==> config.mk <==
export PLATFORM = sky130hd
export DESIGN_NAME = rx_lane_top
export DESIGN_NICKNAME = d
export VERILOG_FILES = /design/src/rx_lane_pkg.sv /design/src/lane_beat_if.sv /design/src/frame_beat_if.sv /design/src/lane_block_decoder.sv /design/src/lane_deskew.sv /design/src/frame_assembler.sv /design/src/credit_tx_buffer.sv /design/src/rx_lane_top.sv
export SDC_FILE = /design/constraint.sdc
export NUM_CORES = 2
export LEC_CHECK = 0
export BUFFER_PORTS_ARGS = -buffer_cell sky130_fd_sc_hd__buf_2
export CAP_MARGIN = 20
export CORE_MARGIN = 1.5
export CORE_UTILIZATION = 60
export CTS_CLUSTER_SIZE = 24
export DETAILED_ROUTE_END_ITERATION = 10
export PLACE_DENSITY = 0.77
export SKIP_LAST_GASP = 1
export SYNTH_ARGS = -nofsm -noshare
export SYNTH_HDL_FRONTEND = slang
export SYNTH_HIERARCHICAL = 1
export SYNTH_MEMORY_MAX_BITS = 65536
export SYNTH_SLANG_ARGS = --single-unit
==> constraint.sdc <==
create_clock -name clk_156 -period 73.7 [get_ports clk_156]
set_input_delay 7.37 -clock clk_156 [delete_from_list [all_inputs] [get_ports clk_156]]
set_output_delay 7.37 -clock clk_156 [all_outputs]
set_load 0.05 [all_outputs]
==> src/rx_lane_pkg.sv <==
// Shared lane count, block constants, vector types and state enums for the rx lane pipeline
package rx_lane_pkg;

    // Lane count of the PHY interface
    localparam int NUM_LANES = 4;

    // Vector types
    typedef logic [63:0]          block_data_t;
    typedef logic [1:0]           sync_header_t;
    typedef logic [7:0]           block_type_t;
    typedef logic [NUM_LANES-1:0] lane_mask_t;
    typedef logic [7:0]           err_count_t;

    //////////////////////////////////////////////////
    // 64b/66b block encodings
    //////////////////////////////////////////////////
    localparam sync_header_t SYNC_DATA = 2'b01;
    localparam sync_header_t SYNC_CTRL = 2'b10;

    // Type byte sits in bits 7:0 of a control block
    localparam block_type_t BT_START = 8'h78;
    localparam block_type_t BT_TERM  = 8'h87;
    localparam block_type_t BT_IDLE  = 8'h1E;

    //////////////////////////////////////////////////
    // Classes and states
    //////////////////////////////////////////////////
    typedef enum logic [2:0] {
        BLK_DATA,
        BLK_START,
        BLK_TERM,
        BLK_IDLE,
        BLK_ERROR
    } block_kind_e;

    typedef enum logic {
        ST_IDLE,
        ST_IN_FRAME
    } frame_state_e;

endpackage

==> src/lane_beat_if.sv <==
// Carries one aligned four-lane beat from the deskew stage to the frame assembler
`timescale 1ns/1ns

interface lane_beat_if;

    // Beat is present only in the cycle where valid is high
    logic                                                valid;
    rx_lane_pkg::sync_header_t [rx_lane_pkg::NUM_LANES-1:0] header;
    rx_lane_pkg::block_data_t  [rx_lane_pkg::NUM_LANES-1:0] data;

    modport source (
        output valid,
        output header,
        output data
    );

    modport sink (
        input valid,
        input header,
        input data
    );

endinterface

==> src/frame_beat_if.sv <==
// Carries one framed beat with keep and frame markers from the assembler to the output buffer
`timescale 1ns/1ns

interface frame_beat_if;

    logic                                                   valid;
    rx_lane_pkg::block_data_t [rx_lane_pkg::NUM_LANES-1:0]  data;
    rx_lane_pkg::lane_mask_t                                keep;
    // Frame markers and beat error
    logic                                                   sop;
    logic                                                   eop;
    logic                                                   err;

    modport source (
        output valid,
        output data,
        output keep,
        output sop,
        output eop,
        output err
    );

    modport sink (
        input valid,
        input data,
        input keep,
        input sop,
        input eop,
        input err
    );

endinterface

==> src/lane_block_decoder.sv <==
// Classifies one 66-bit block as data, start, terminate, idle or error from header and type byte
`timescale 1ns/1ns

module lane_block_decoder (
    input  rx_lane_pkg::sync_header_t header_i,
    input  rx_lane_pkg::block_data_t  data_i,
    output rx_lane_pkg::block_kind_e  kind_o
);

    rx_lane_pkg::block_type_t type_byte;

    // Only meaningful for control blocks
    assign type_byte = data_i[7:0];

    always_comb begin
        kind_o = rx_lane_pkg::BLK_ERROR;
        case (header_i)
            rx_lane_pkg::SYNC_DATA: begin
                kind_o = rx_lane_pkg::BLK_DATA;
            end
            rx_lane_pkg::SYNC_CTRL: begin
                case (type_byte)
                    rx_lane_pkg::BT_START: begin
                        kind_o = rx_lane_pkg::BLK_START;
                    end
                    rx_lane_pkg::BT_TERM: begin
                        kind_o = rx_lane_pkg::BLK_TERM;
                    end
                    rx_lane_pkg::BT_IDLE: begin
                        kind_o = rx_lane_pkg::BLK_IDLE;
                    end
                    default: begin
                        kind_o = rx_lane_pkg::BLK_ERROR;
                    end
                endcase
            end
            // 2'b00 and 2'b11 are invalid sync headers
            default: begin
                kind_o = rx_lane_pkg::BLK_ERROR;
            end
        endcase
    end

endmodule

==> src/lane_deskew.sv <==
// Per-lane deskew FIFOs; releases a registered four-lane beat once every lane holds a block
`timescale 1ns/1ns

module lane_deskew #(
    parameter int DESKEW_DEPTH = 8
) (
    input  logic                                                  clk_156,
    input  logic                                                  async_reset_n,
    input  rx_lane_pkg::lane_mask_t                               lane_valid_i,
    input  rx_lane_pkg::sync_header_t [rx_lane_pkg::NUM_LANES-1:0] lane_header_i,
    input  rx_lane_pkg::block_data_t  [rx_lane_pkg::NUM_LANES-1:0] lane_data_i,
    lane_beat_if.source                                           beat,
    output logic                                                  spill_o
);

    localparam int PTR_W = $clog2(DESKEW_DEPTH);
    localparam int CNT_W = $clog2(DESKEW_DEPTH + 1);

    rx_lane_pkg::lane_mask_t                               lane_ready;
    rx_lane_pkg::lane_mask_t                               lane_drop;
    rx_lane_pkg::sync_header_t [rx_lane_pkg::NUM_LANES-1:0] head_hdr;
    rx_lane_pkg::block_data_t  [rx_lane_pkg::NUM_LANES-1:0] head_data;
    logic                                                  pop_all;

    // All lanes advance together
    assign pop_all = &lane_ready;

    for (genvar i = 0; i < rx_lane_pkg::NUM_LANES; i++) begin : g_lane
        rx_lane_pkg::sync_header_t hdr_mem  [DESKEW_DEPTH];
        rx_lane_pkg::block_data_t  data_mem [DESKEW_DEPTH];
        logic [PTR_W-1:0]          wr_ptr;
        logic [PTR_W-1:0]          rd_ptr;
        logic [CNT_W-1:0]          count;
        logic                      push;

        assign lane_ready[i] = (count != '0);
        assign lane_drop[i]  = lane_valid_i[i] && (count == CNT_W'(DESKEW_DEPTH));
        assign push          = lane_valid_i[i] && !lane_drop[i];
        assign head_hdr[i]   = hdr_mem[rd_ptr];
        assign head_data[i]  = data_mem[rd_ptr];

        always_ff @(posedge clk_156) begin
            if (push) begin
                hdr_mem[wr_ptr]  <= lane_header_i[i];
                data_mem[wr_ptr] <= lane_data_i[i];
            end
        end

        always_ff @(posedge clk_156 or negedge async_reset_n) begin
            if (!async_reset_n) begin
                wr_ptr <= '0;
                rd_ptr <= '0;
                count  <= '0;
            end else begin
                if (push) begin
                    wr_ptr <= (wr_ptr == PTR_W'(DESKEW_DEPTH - 1)) ? '0 : wr_ptr + 1'b1;
                end
                if (pop_all) begin
                    rd_ptr <= (rd_ptr == PTR_W'(DESKEW_DEPTH - 1)) ? '0 : rd_ptr + 1'b1;
                end
                count <= count + CNT_W'(push) - CNT_W'(pop_all);
            end
        end
    end

    //////////////////////////////////////////////////
    // Beat register and spill flag
    //////////////////////////////////////////////////
    always_ff @(posedge clk_156 or negedge async_reset_n) begin
        if (!async_reset_n) begin
            beat.valid <= 1'b0;
            spill_o    <= 1'b0;
        end else begin
            beat.valid <= pop_all;
            // Sticky until reset
            if (|lane_drop) begin
                spill_o <= 1'b1;
            end
        end
    end

    always_ff @(posedge clk_156) begin
        beat.header <= head_hdr;
        beat.data   <= head_data;
    end

endmodule

==> src/frame_assembler.sv <==
// Chains start and terminate across lanes and beats, builds keep/sop/eop/err and counts bad blocks
`timescale 1ns/1ns

module frame_assembler (
    input  logic                     clk_156,
    input  logic                     async_reset_n,
    lane_beat_if.sink                beat,
    frame_beat_if.source             frame,
    input  logic                     clear_errblk_i,
    output rx_lane_pkg::err_count_t  errd_blks_o
);

    localparam int NUM_W = $clog2(rx_lane_pkg::NUM_LANES + 1);

    rx_lane_pkg::block_kind_e   lane_kind [rx_lane_pkg::NUM_LANES];
    rx_lane_pkg::frame_state_e  state;
    rx_lane_pkg::frame_state_e  walk_state;
    rx_lane_pkg::lane_mask_t    keep_c;
    rx_lane_pkg::lane_mask_t    err_lanes;
    logic                       sop_c;
    logic                       eop_c;
    logic                       term_seen;
    logic [NUM_W-1:0]           err_num;
    logic [8:0]                 err_sum;

    for (genvar i = 0; i < rx_lane_pkg::NUM_LANES; i++) begin : g_dec
        lane_block_decoder u_dec (
            .header_i (beat.header[i]),
            .data_i   (beat.data[i]),
            .kind_o   (lane_kind[i])
        );
    end

    //////////////////////////////////////////////////
    // Lane walk, 0 to 3
    //////////////////////////////////////////////////
    always_comb begin
        walk_state = state;
        term_seen  = 1'b0;
        keep_c     = '0;
        err_lanes  = '0;
        sop_c      = 1'b0;
        eop_c      = 1'b0;
        for (int i = 0; i < rx_lane_pkg::NUM_LANES; i++) begin
            if (term_seen) begin
                // Only idles may follow a terminate
                err_lanes[i] = (lane_kind[i] != rx_lane_pkg::BLK_IDLE);
            end else if (walk_state == rx_lane_pkg::ST_IDLE) begin
                case (lane_kind[i])
                    rx_lane_pkg::BLK_START: begin
                        keep_c[i]  = 1'b1;
                        sop_c      = 1'b1;
                        walk_state = rx_lane_pkg::ST_IN_FRAME;
                    end
                    rx_lane_pkg::BLK_IDLE: ;
                    default: err_lanes[i] = 1'b1;
                endcase
            end else begin
                case (lane_kind[i])
                    rx_lane_pkg::BLK_DATA: keep_c[i] = 1'b1;
                    rx_lane_pkg::BLK_TERM: begin
                        eop_c      = 1'b1;
                        term_seen  = 1'b1;
                        walk_state = rx_lane_pkg::ST_IDLE;
                    end
                    default: err_lanes[i] = 1'b1;
                endcase
            end
        end
    end

    always_comb begin
        err_num = '0;
        for (int i = 0; i < rx_lane_pkg::NUM_LANES; i++) begin
            err_num = err_num + NUM_W'(err_lanes[i]);
        end
        err_sum = {1'b0, errd_blks_o} + 9'(err_num);
    end

    always_ff @(posedge clk_156 or negedge async_reset_n) begin
        if (!async_reset_n) begin
            state       <= rx_lane_pkg::ST_IDLE;
            frame.valid <= 1'b0;
            errd_blks_o <= '0;
        end else begin
            frame.valid <= beat.valid && ((keep_c != '0) || (err_lanes != '0) || sop_c || eop_c);
            if (beat.valid) begin
                state <= walk_state;
            end
            if (clear_errblk_i) begin
                errd_blks_o <= '0;
            end else if (beat.valid) begin
                // Saturate at 255
                errd_blks_o <= err_sum[8] ? 8'hFF : err_sum[7:0];
            end
        end
    end

    always_ff @(posedge clk_156) begin
        frame.data <= beat.data;
        frame.keep <= keep_c;
        frame.sop  <= sop_c;
        frame.eop  <= eop_c;
        frame.err  <= (err_lanes != '0);
    end

endmodule

==> src/credit_tx_buffer.sv <==
// Output FIFO of framed beats; a credit counter paces the beats issued to the consumer
`timescale 1ns/1ns

module credit_tx_buffer #(
    parameter int OUT_DEPTH    = 8,
    parameter int INIT_CREDITS = 4
) (
    input  logic                                                 clk_156,
    input  logic                                                 async_reset_n,
    frame_beat_if.sink                                           frame,
    input  logic                                                 credit_return_i,
    output logic                                                 frame_valid_o,
    output rx_lane_pkg::block_data_t [rx_lane_pkg::NUM_LANES-1:0] frame_data_o,
    output rx_lane_pkg::lane_mask_t                              frame_keep_o,
    output logic                                                 frame_sop_o,
    output logic                                                 frame_eop_o,
    output logic                                                 frame_err_o,
    output logic                                                 spill_o
);

    localparam int ENTRY_W = rx_lane_pkg::NUM_LANES * 64 + rx_lane_pkg::NUM_LANES + 3;
    localparam int PTR_W   = $clog2(OUT_DEPTH);
    localparam int CNT_W   = $clog2(OUT_DEPTH + 1);
    localparam int CRED_W  = $clog2(INIT_CREDITS + 1);

    logic [ENTRY_W-1:0] mem [OUT_DEPTH];
    logic [PTR_W-1:0]   wr_ptr;
    logic [PTR_W-1:0]   rd_ptr;
    logic [CNT_W-1:0]   count;
    logic [CRED_W-1:0]  credits;
    logic               full;
    logic               empty;
    logic               push;
    logic               pop;

    assign full  = (count == CNT_W'(OUT_DEPTH));
    assign empty = (count == '0);
    assign push  = frame.valid && !full;
    // One beat per credit
    assign pop   = !empty && (credits != '0);

    always_ff @(posedge clk_156) begin
        if (push) begin
            mem[wr_ptr] <= {frame.data, frame.keep, frame.sop, frame.eop, frame.err};
        end
        {frame_data_o, frame_keep_o, frame_sop_o, frame_eop_o, frame_err_o} <= mem[rd_ptr];
    end

    //////////////////////////////////////////////////
    // Pointers, credits and spill
    //////////////////////////////////////////////////
    always_ff @(posedge clk_156 or negedge async_reset_n) begin
        if (!async_reset_n) begin
            wr_ptr        <= '0;
            rd_ptr        <= '0;
            count         <= '0;
            credits       <= CRED_W'(INIT_CREDITS);
            frame_valid_o <= 1'b0;
            spill_o       <= 1'b0;
        end else begin
            if (push) begin
                wr_ptr <= (wr_ptr == PTR_W'(OUT_DEPTH - 1)) ? '0 : wr_ptr + 1'b1;
            end
            if (pop) begin
                rd_ptr <= (rd_ptr == PTR_W'(OUT_DEPTH - 1)) ? '0 : rd_ptr + 1'b1;
            end
            count         <= count + CNT_W'(push) - CNT_W'(pop);
            credits       <= credits + CRED_W'(credit_return_i) - CRED_W'(pop);
            frame_valid_o <= pop;
            // Beat lost on a full FIFO
            if (frame.valid && full) begin
                spill_o <= 1'b1;
            end
        end
    end

endmodule

==> src/rx_lane_top.sv <==
// Top level of the four-lane receive path: deskew, framing and credit-paced output
`timescale 1ns/1ns

module rx_lane_top #(
    parameter int DESKEW_DEPTH = 8,
    parameter int OUT_DEPTH    = 8,
    parameter int INIT_CREDITS = 4
) (
    input  logic                                                  clk_156,
    input  logic                                                  async_reset_n,
    input  rx_lane_pkg::lane_mask_t                               lane_valid_i,
    input  rx_lane_pkg::sync_header_t [rx_lane_pkg::NUM_LANES-1:0] lane_header_i,
    input  rx_lane_pkg::block_data_t  [rx_lane_pkg::NUM_LANES-1:0] lane_data_i,
    input  logic                                                  clear_errblk_i,
    input  logic                                                  credit_return_i,
    output logic                                                  frame_valid_o,
    output rx_lane_pkg::block_data_t  [rx_lane_pkg::NUM_LANES-1:0] frame_data_o,
    output rx_lane_pkg::lane_mask_t                               frame_keep_o,
    output logic                                                  frame_sop_o,
    output logic                                                  frame_eop_o,
    output logic                                                  frame_err_o,
    output rx_lane_pkg::err_count_t                               errd_blks_o,
    output logic                                                  fifo_spill_o
);

    logic deskew_spill;
    logic out_spill;

    lane_beat_if  u_lane_beat ();
    frame_beat_if u_frame_beat ();

    lane_deskew #(
        .DESKEW_DEPTH (DESKEW_DEPTH)
    ) u_lane_deskew (
        .clk_156       (clk_156),
        .async_reset_n (async_reset_n),
        .lane_valid_i  (lane_valid_i),
        .lane_header_i (lane_header_i),
        .lane_data_i   (lane_data_i),
        .beat          (u_lane_beat.source),
        .spill_o       (deskew_spill)
    );

    frame_assembler u_frame_assembler (
        .clk_156        (clk_156),
        .async_reset_n  (async_reset_n),
        .beat           (u_lane_beat.sink),
        .frame          (u_frame_beat.source),
        .clear_errblk_i (clear_errblk_i),
        .errd_blks_o    (errd_blks_o)
    );

    credit_tx_buffer #(
        .OUT_DEPTH    (OUT_DEPTH),
        .INIT_CREDITS (INIT_CREDITS)
    ) u_credit_tx_buffer (
        .clk_156         (clk_156),
        .async_reset_n   (async_reset_n),
        .frame           (u_frame_beat.sink),
        .credit_return_i (credit_return_i),
        .frame_valid_o   (frame_valid_o),
        .frame_data_o    (frame_data_o),
        .frame_keep_o    (frame_keep_o),
        .frame_sop_o     (frame_sop_o),
        .frame_eop_o     (frame_eop_o),
        .frame_err_o     (frame_err_o),
        .spill_o         (out_spill)
    );

    // Either buffer losing a beat
    assign fifo_spill_o = deskew_spill | out_spill;

endmodule

# Yosys cells after proc, flatten, opt, wreduce, memory -nomap -nowiden
# Memory sizes are Yosys's and may differ from the RTL's. A register that Yosys moved wholly into a read port is not among the register bits.
# Index checks and enable logic that the tools add are counted.
[word_totals] ramBits=4216 ff_bits=330 in_bits=272 mem_count=9 output_inout_bits=273 word_cells=254
[op_classes] n_addsub=26 n_reduce_logical=44 mux=93 eq_ne=50 bitwise_logic=1
[memory_table] memory="u_credit_tx_buffer.mem" words=8 word_bits=263 read_ports=1 rd_clocked_by_memory_dff=1 wr=1 line="credit_tx_buffer.sv:26" source="logic [ENTRY_W-1:0] mem [OUT_DEPTH];"
[memory_table] memory="u_lane_deskew.g_lane[0].data_mem" words=8 word_bits=64 read_ports=1 rd_clocked_by_memory_dff=1 wr=1 line="lane_deskew.sv:30" source="rx_lane_pkg::block_data_t data_mem [DESKEW_DEPTH];"
[memory_table] memory="u_lane_deskew.g_lane[1].data_mem" words=8 word_bits=64 read_ports=1 rd_clocked_by_memory_dff=1 wr=1 line="lane_deskew.sv:30"
[memory_table] memory="u_lane_deskew.g_lane[2].data_mem" words=8 word_bits=64 read_ports=1 rd_clocked_by_memory_dff=1 wr=1 line="lane_deskew.sv:30"
[memory_table] memory="u_lane_deskew.g_lane[3].data_mem" words=8 word_bits=64 read_ports=1 rd_clocked_by_memory_dff=1 wr=1 line="lane_deskew.sv:30"
[memory_table] memory="u_lane_deskew.g_lane[0].hdr_mem" words=8 word_bits=2 read_ports=1 rd_clocked_by_memory_dff=1 wr=1 line="lane_deskew.sv:29" source="rx_lane_pkg::sync_header_t hdr_mem [DESKEW_DEPTH];"
[memory_table] memory="+3 memories"
[op_table] op="1-bit 2-to-1 mux" n=72
[op_table] op="3-bit one-hot mux with 3 select lines" n=4
[op_table] op="8-bit by 5-bit equality test with 1-bit output (second input constant)" n=4
[op_table] op="8-bit by 7-bit equality test with 1-bit output (second input constant)" n=4
[op_table] op="8-bit equality test (second input constant)" n=4
[op_table] op="3-bit by 1-bit adder with 3-bit output (second input constant)" n=10
[op_table] op="3-bit equality test (second input constant)" n=10
[op_table] op="3-bit 2-to-1 mux" n=10
[op_table] op="3-bit by 2-bit equality test with 1-bit output (second input constant)" n=8
[op_table] op="8-bit 2-to-1 mux" n=3
[op_table] op="3-bit one-hot mux with 2 select lines" n=4
[op_table] op="4-bit nonzero test" n=6
[op_table] op="4-bit by 1-bit adder with 4-bit output" n=5
[op_table] op="4-bit equality test (second input constant)" n=5
[op_table] op="4-bit by 1-bit subtractor with 4-bit output" n=5
[op_table] op="2-bit OR reduction" n=8
[op_table] op="3-bit by 1-bit equality test with 1-bit output (second input constant)" n=4
[op_table] op="1-bit logical AND" n=12
[op_table] op="3-bit logical NOT" n=4
[op_table] op="3-bit by 1-bit adder with 3-bit output" n=3
[op_table] op="8-bit by 3-bit adder with 9-bit output" n=1
[op_table] op="3-bit by 2-bit inequality test with 1-bit output (second input constant)" n=3
[op_table] op="2-bit by 1-bit equality test with 1-bit output (second input constant)" n=4
[op_table] op="2-bit equality test (second input constant)" n=4
[op_table] op="10 further kinds" n=17

# Depth between registers and ports, before layout
[depth] word_depth=18 mapped_depth=23 ltp_nobuf=22

# Cells and area by module
# Netlist, hierarchy kept.
[by_module_without_submodules] mod="lane_deskew" n_inst=1 area_each_um2=88391.0 cells_each=3549 seq_area_each_um2=69756.9
[by_module_without_submodules] mod="credit_tx_buffer" n_inst=1 area_each_um2=85823.6 cells_each=3379 seq_area_each_um2=68822.3
[by_module_without_submodules] mod="frame_assembler" n_inst=1 area_each_um2=6378.6 cells_each=393 seq_area_each_um2=5515.3
[by_module_without_submodules] mod="lane_block_decoder" n_inst=4 area_each_um2=122.6 cells_each=15 seq_area_each_um2=0.0
[by_module_without_submodules] mod="rx_lane_top" n_inst=1 area_each_um2=6.3 cells_each=1 seq_area_each_um2=0.0

# Worst setup path after synthesis
# OpenSTA, ideal clock, no wires.
[synth_path] path_kind="register -> register" from="reg u_credit_tx_buffer.count[2]" to="mem u_credit_tx_buffer/mem[0][0] in the netlist's numbering (enable)" path_buffers=0 stages_incl_launch_ff=6 required_ns=72.166 arrival_time_ns=25.704 setup_time_ns=1.534 period_less_slack_ns=27.237 slack_ns=46.463 path_cell_list="dfrtp_1 inv_1 ha_1 or3b_2 nand2_1 nor4_1"
[synth_via] elab_chain_len=5
[synth_rtl] element="from (decl)" line="credit_tx_buffer.sv:29" source="logic [CNT_W-1:0] count;"
[synth_rtl] element="from (signal assigned)" line="credit_tx_buffer.sv:67" source="count <= count + CNT_W'(push) - CNT_W'(pop);"
[synth_rtl] element="4-bit equality test" line="credit_tx_buffer.sv:36" source="assign full = (count == CNT_W'(OUT_DEPTH));"
[synth_rtl] element="1-bit logical NOT" line="credit_tx_buffer.sv:38" source="assign push = frame.valid && !full;"
[synth_rtl] element="1-bit logical AND" line="credit_tx_buffer.sv:38"
[synth_rtl] element="1-bit 2-to-1 mux" line="credit_tx_buffer.sv:43" source="if (push) begin"
[synth_rtl] element="1-bit 2-to-1 mux (implied by the code)" line="credit_tx_buffer.sv:44" source="mem[wr_ptr] <= {frame.data, frame.keep, frame.sop, frame.eop, frame.err};"
[synth_rtl] element="to (decl)" line="credit_tx_buffer.sv:26"
# Every way passes these cells.

# Worst setup path after layout
[layout_path] from="reg u_lane_deskew.spill_o" to="out fifo_spill_o"
[layout_via] elab_chain_len=1
[layout_rtl] element="from (decl)" line="lane_deskew.sv:13" source="output logic spill_o"
[layout_rtl] element="from (signal assigned)" line="lane_deskew.sv:72" source="spill_o <= 1'b0;"
[layout_rtl] element="from (signal assigned)" line="lane_deskew.sv:77" source="spill_o <= 1'b1;"
[layout_rtl] element="1-bit bitwise OR" line="rx_lane_top.sv:71" source="assign fifo_spill_o = deskew_spill | out_spill;"
[layout_rtl] element="to (decl)" line="rx_lane_top.sv:23" source="output logic fifo_spill_o"
# Every way passes these cells.

==> flow_summary.toml <==
[outcome]
outcome = "complete, no violations"

[yosys]
synth_compound_area_share_pct = 0.269
syn_area_per_cell_um2 = 24.5
synthArstFlopShare_pct = 1.32
ys_seq_area_share_pct = 79.6
synth_top_family_by_area = "multiplexers"
synthesis.nets = 7726
synth_seq_cells = 5073
synthSimpleGateAreaFrac_pct = 0.629
mappedNetlistArea_mm2 = 0.181
synth_edf_count = 4216
synth_fa_ha_area_share_pct = 0.531
synthFlopType = "edfxtp_1"
synth_xor_area_share_pct = 0.0774
syn_inst = 7382
synth_cell_types = 72
synth_warnings = 6
muxShareOfSynthArea_pct = 17.6

[clocking]
clock-root-buffer = "clkbuf_16"
cts_htree_levels = 5
cts_setup_buffers = 0
cts.clk_slew.worst_paths_ns = 0.06
clkSinkCount = 5073
cts_buffers = 472
holdBufCountCts = 0
cts_tree = "done"
clk_latency_ns = 1.02
cts.path.max_buffers = 4
cts.repair.resized = 0

[run]
drv_cap = 0

[global_route]
grt_use_total_pct = 24.1
grt_pass1_wl_um = 543000
grt_max_degree = 152
grt-ovfl-total = 0
antenna_found_initial = 142
grt_pass1_vias = 80769

[power]
p_total_mw = 9.44
power-per-cell-area_mw_per_mm2 = 46.2
leakage_nw = 68.8
irDropWorstVdd_uv = 36.6

[worst_setup_path]
crit_start = "u_lane_deskew/spill_o$_DFFE_PN0P_"
crit_type = "register to output port"
worstRegToRegCells = 17
cp_max_fo = 2
reg2reg_from = "u_lane_deskew/beat.data[2]$_DFF_P_"
cp.required_ns = 66.33
crit_path_start_kind = "register"
end_kind = "output port"
cp.arrival_ns = 2.01

[place]
dpl.hpwl_um = 198000
dpl.cell_count = 11700
port-buffer-count = 544
gp_congestion = 0.736

[floorplanning]
die_area_mm2 = 0.305
die_w_um = 552
start_util_pct = 60.4
coreArea_mm2 = 0.300
dieHeight_um = 552
rows = 201
io_pins = 545

[routing]
ant_nets = 0
drc = 0
maxUsedRoutingLayer = "met5"
wl_met3_um = 26300
drtIter0Drc = 7234
wl_met2_um = 186000
drt-wirelength-per-cell_um = 29.1
via_count = 77233
drt_pre_antenna_iters = 5
drt_wl_total_um = 368000
vias_per_cell = 6.11
wl_met1_um = 146000

[timing]
fmax_ghz = 0.107
tightest_slew_ns = 1.21
hold_violations = 0
post-route-period-util_pct = 12.7
slew_headroom_pct = 19.3
finalSetupViolations = 0
rsz0062_at_grt = "no"
skew_ns = 0.0963
fin_tns_setup_ns = 0
fin_crit_ns = 9.38
drv_slew = 0

[layout]
post-route-util_pct = 68.1
nFillCells = 17394
nNetsFinal = 8563
drive_gt1_share_pct = 32.5
final_cells = 12632
multi_input_area_mm2 = 0.0348
regArea_mm2 = 0.144
syn_to_final_growth_pct = 12.8

[hold_path]
min_from = "u_lane_deskew/beat.data[118]$_DFF_P_"
hp-class = "register to register"
hold_path_depth = 0
per-stage QoR:
| step | hold WS (ns) | setup slack, ns | cell area (µm²) |
|---|---|---|---|
| global route | 0.299 | 64.16 | 204000 |
| floorplan | 0.310 | 46.46 | 181000 |
| finish | 0.273 | 64.32 | 204000 |
| detailed placement | 0.312 | 63.59 | 188000 |
| CTS | 0.283 | 64.09 | 204000 |
| global placement | 0.310 | 63.76 | 188000 |
registers in the layout, indices dropped and copies added (netlist names), 3 cells and up:
name / count
u_credit_tx_buffer/count: 4
u_credit_tx_buffer/credits: 3
u_credit_tx_buffer/frame_data_o: 256
u_credit_tx_buffer/frame_keep_o: 4
u_credit_tx_buffer/mem: 2104
u_credit_tx_buffer/rd_ptr: 3
u_credit_tx_buffer/wr_ptr: 3
u_frame_assembler/errd_blks_o: 8
u_frame_assembler/frame.data: 256
u_frame_assembler/frame.keep: 4
u_lane_deskew/beat.data: 256
u_lane_deskew/beat.header: 8
u_lane_deskew/g_lane.count: 16
u_lane_deskew/g_lane.data_mem: 2048
u_lane_deskew/g_lane.hdr_mem: 64
u_lane_deskew/g_lane.rd_ptr: 12
u_lane_deskew/g_lane.wr_ptr: 12
worst paths after layout:
kind	to	slack, ns
worst max-delay path	fifo_spill_o	64.32
worst min-delay path	u_frame_assembler/frame.data[118]$_DFF_P_	0.27
worst max register to register	u_frame_assembler/errd_blks_o[5]$_DFFE_PN0P_	68.00
worst min register to register	u_frame_assembler/frame.data[118]$_DFF_P_	0.27
max in group asynchronous	u_lane_deskew/g_lane[2].rd_ptr[2]$_DFFE_PN0P_	66.17
min in group asynchronous	u_lane_deskew/g_lane[0].rd_ptr[1]$_DFFE_PN0P_	6.23
worst max-delay path, stage by stage, from the launching register on:
cell	delay (ns)
dfrtp_1	0.37
or2_1	0.35
buf_2	0.34
cells in the mapped netlist, types with 15 or more instances:
library cell	number	area (µm²)
mux2_2	301	3390
clkbuf_1	91	342
buf_6	59	664
dfrtp_1	66	1650
buf_12	28	561
mux4_1	247	6490
inv_1	54	203
dfxtp_1	790	15800
mux2_4	232	3480
nand3_1	15	75.1
mux2_1	24	270
mux4_2	807	18200
nor3_1	26	130
nor2_1	47	176
nand2_1	22	82.6
ha_1	64	801
edfxtp_1	4216	127000
buf_2	80	400
buf_1	30	113
where the power goes:
group,switching [mW],internal [mW]
sequential,0.428,4.10
clock,1.06,1.41
combinational,1.38,1.07
total,2.86,6.57
cell families after synthesis:
logic type               after synthesis
adder cells (fa/ha/maj)               72
AO/OA/AOI/OAI                         58
AND/OR/NAND/NOR                      193
multiplexers                        1613
XOR/XNOR                              16
buffers and inverters                357
flip-flops                          5073
layout make-up:
class | instances | area share, %
diodes | 36 | 0.0441
well taps | 3958 | 2.42
flip-flops and latches | 5073 | 70.6
multi-input cells | 1952 | 17.0
inverters | 54 | 0.0992
clock buffers | 675 | 6.66
clock inverters | 218 | 1.26
repair buffers | 666 | 1.91
cells in the final DEF (no fill, tap or decap), types with 20 or more instances in the layout:
| master | count |
|---|---|
| mux4_1 | 247 |
| buf_2 | 543 |
| dfrtp_1 | 51 |
| inv_1 | 54 |
| buf_4 | 104 |
| bufinv_16 | 32 |
| clkinv_2 | 85 |
| mux2_1 | 24 |
| nand2_1 | 22 |
| clkbuf_8 | 71 |
| mux2_2 | 301 |
| mux4_2 | 807 |
| nor3_2 | 20 |
| dfxtp_1 | 790 |
| diode_2 | 36 |
| clkinv_16 | 25 |
| nor2_1 | 32 |
| clkbuf_16 | 487 |
| clkinv_1 | 43 |
| ha_1 | 64 |
| mux2_4 | 232 |
| edfxtp_1 | 4216 |
| clkbuf_1 | 117 |
layer usage:
metal | up-vias | GRT usage [%]
li1 | 32629 | -
met1 | 41005 | 33.2
met2 | 2899 | 40.1
met3 | 614 | 4.76
met4 | 86 | 5.96
met5 | - | 0
Power figures use the tool's default switching activity.
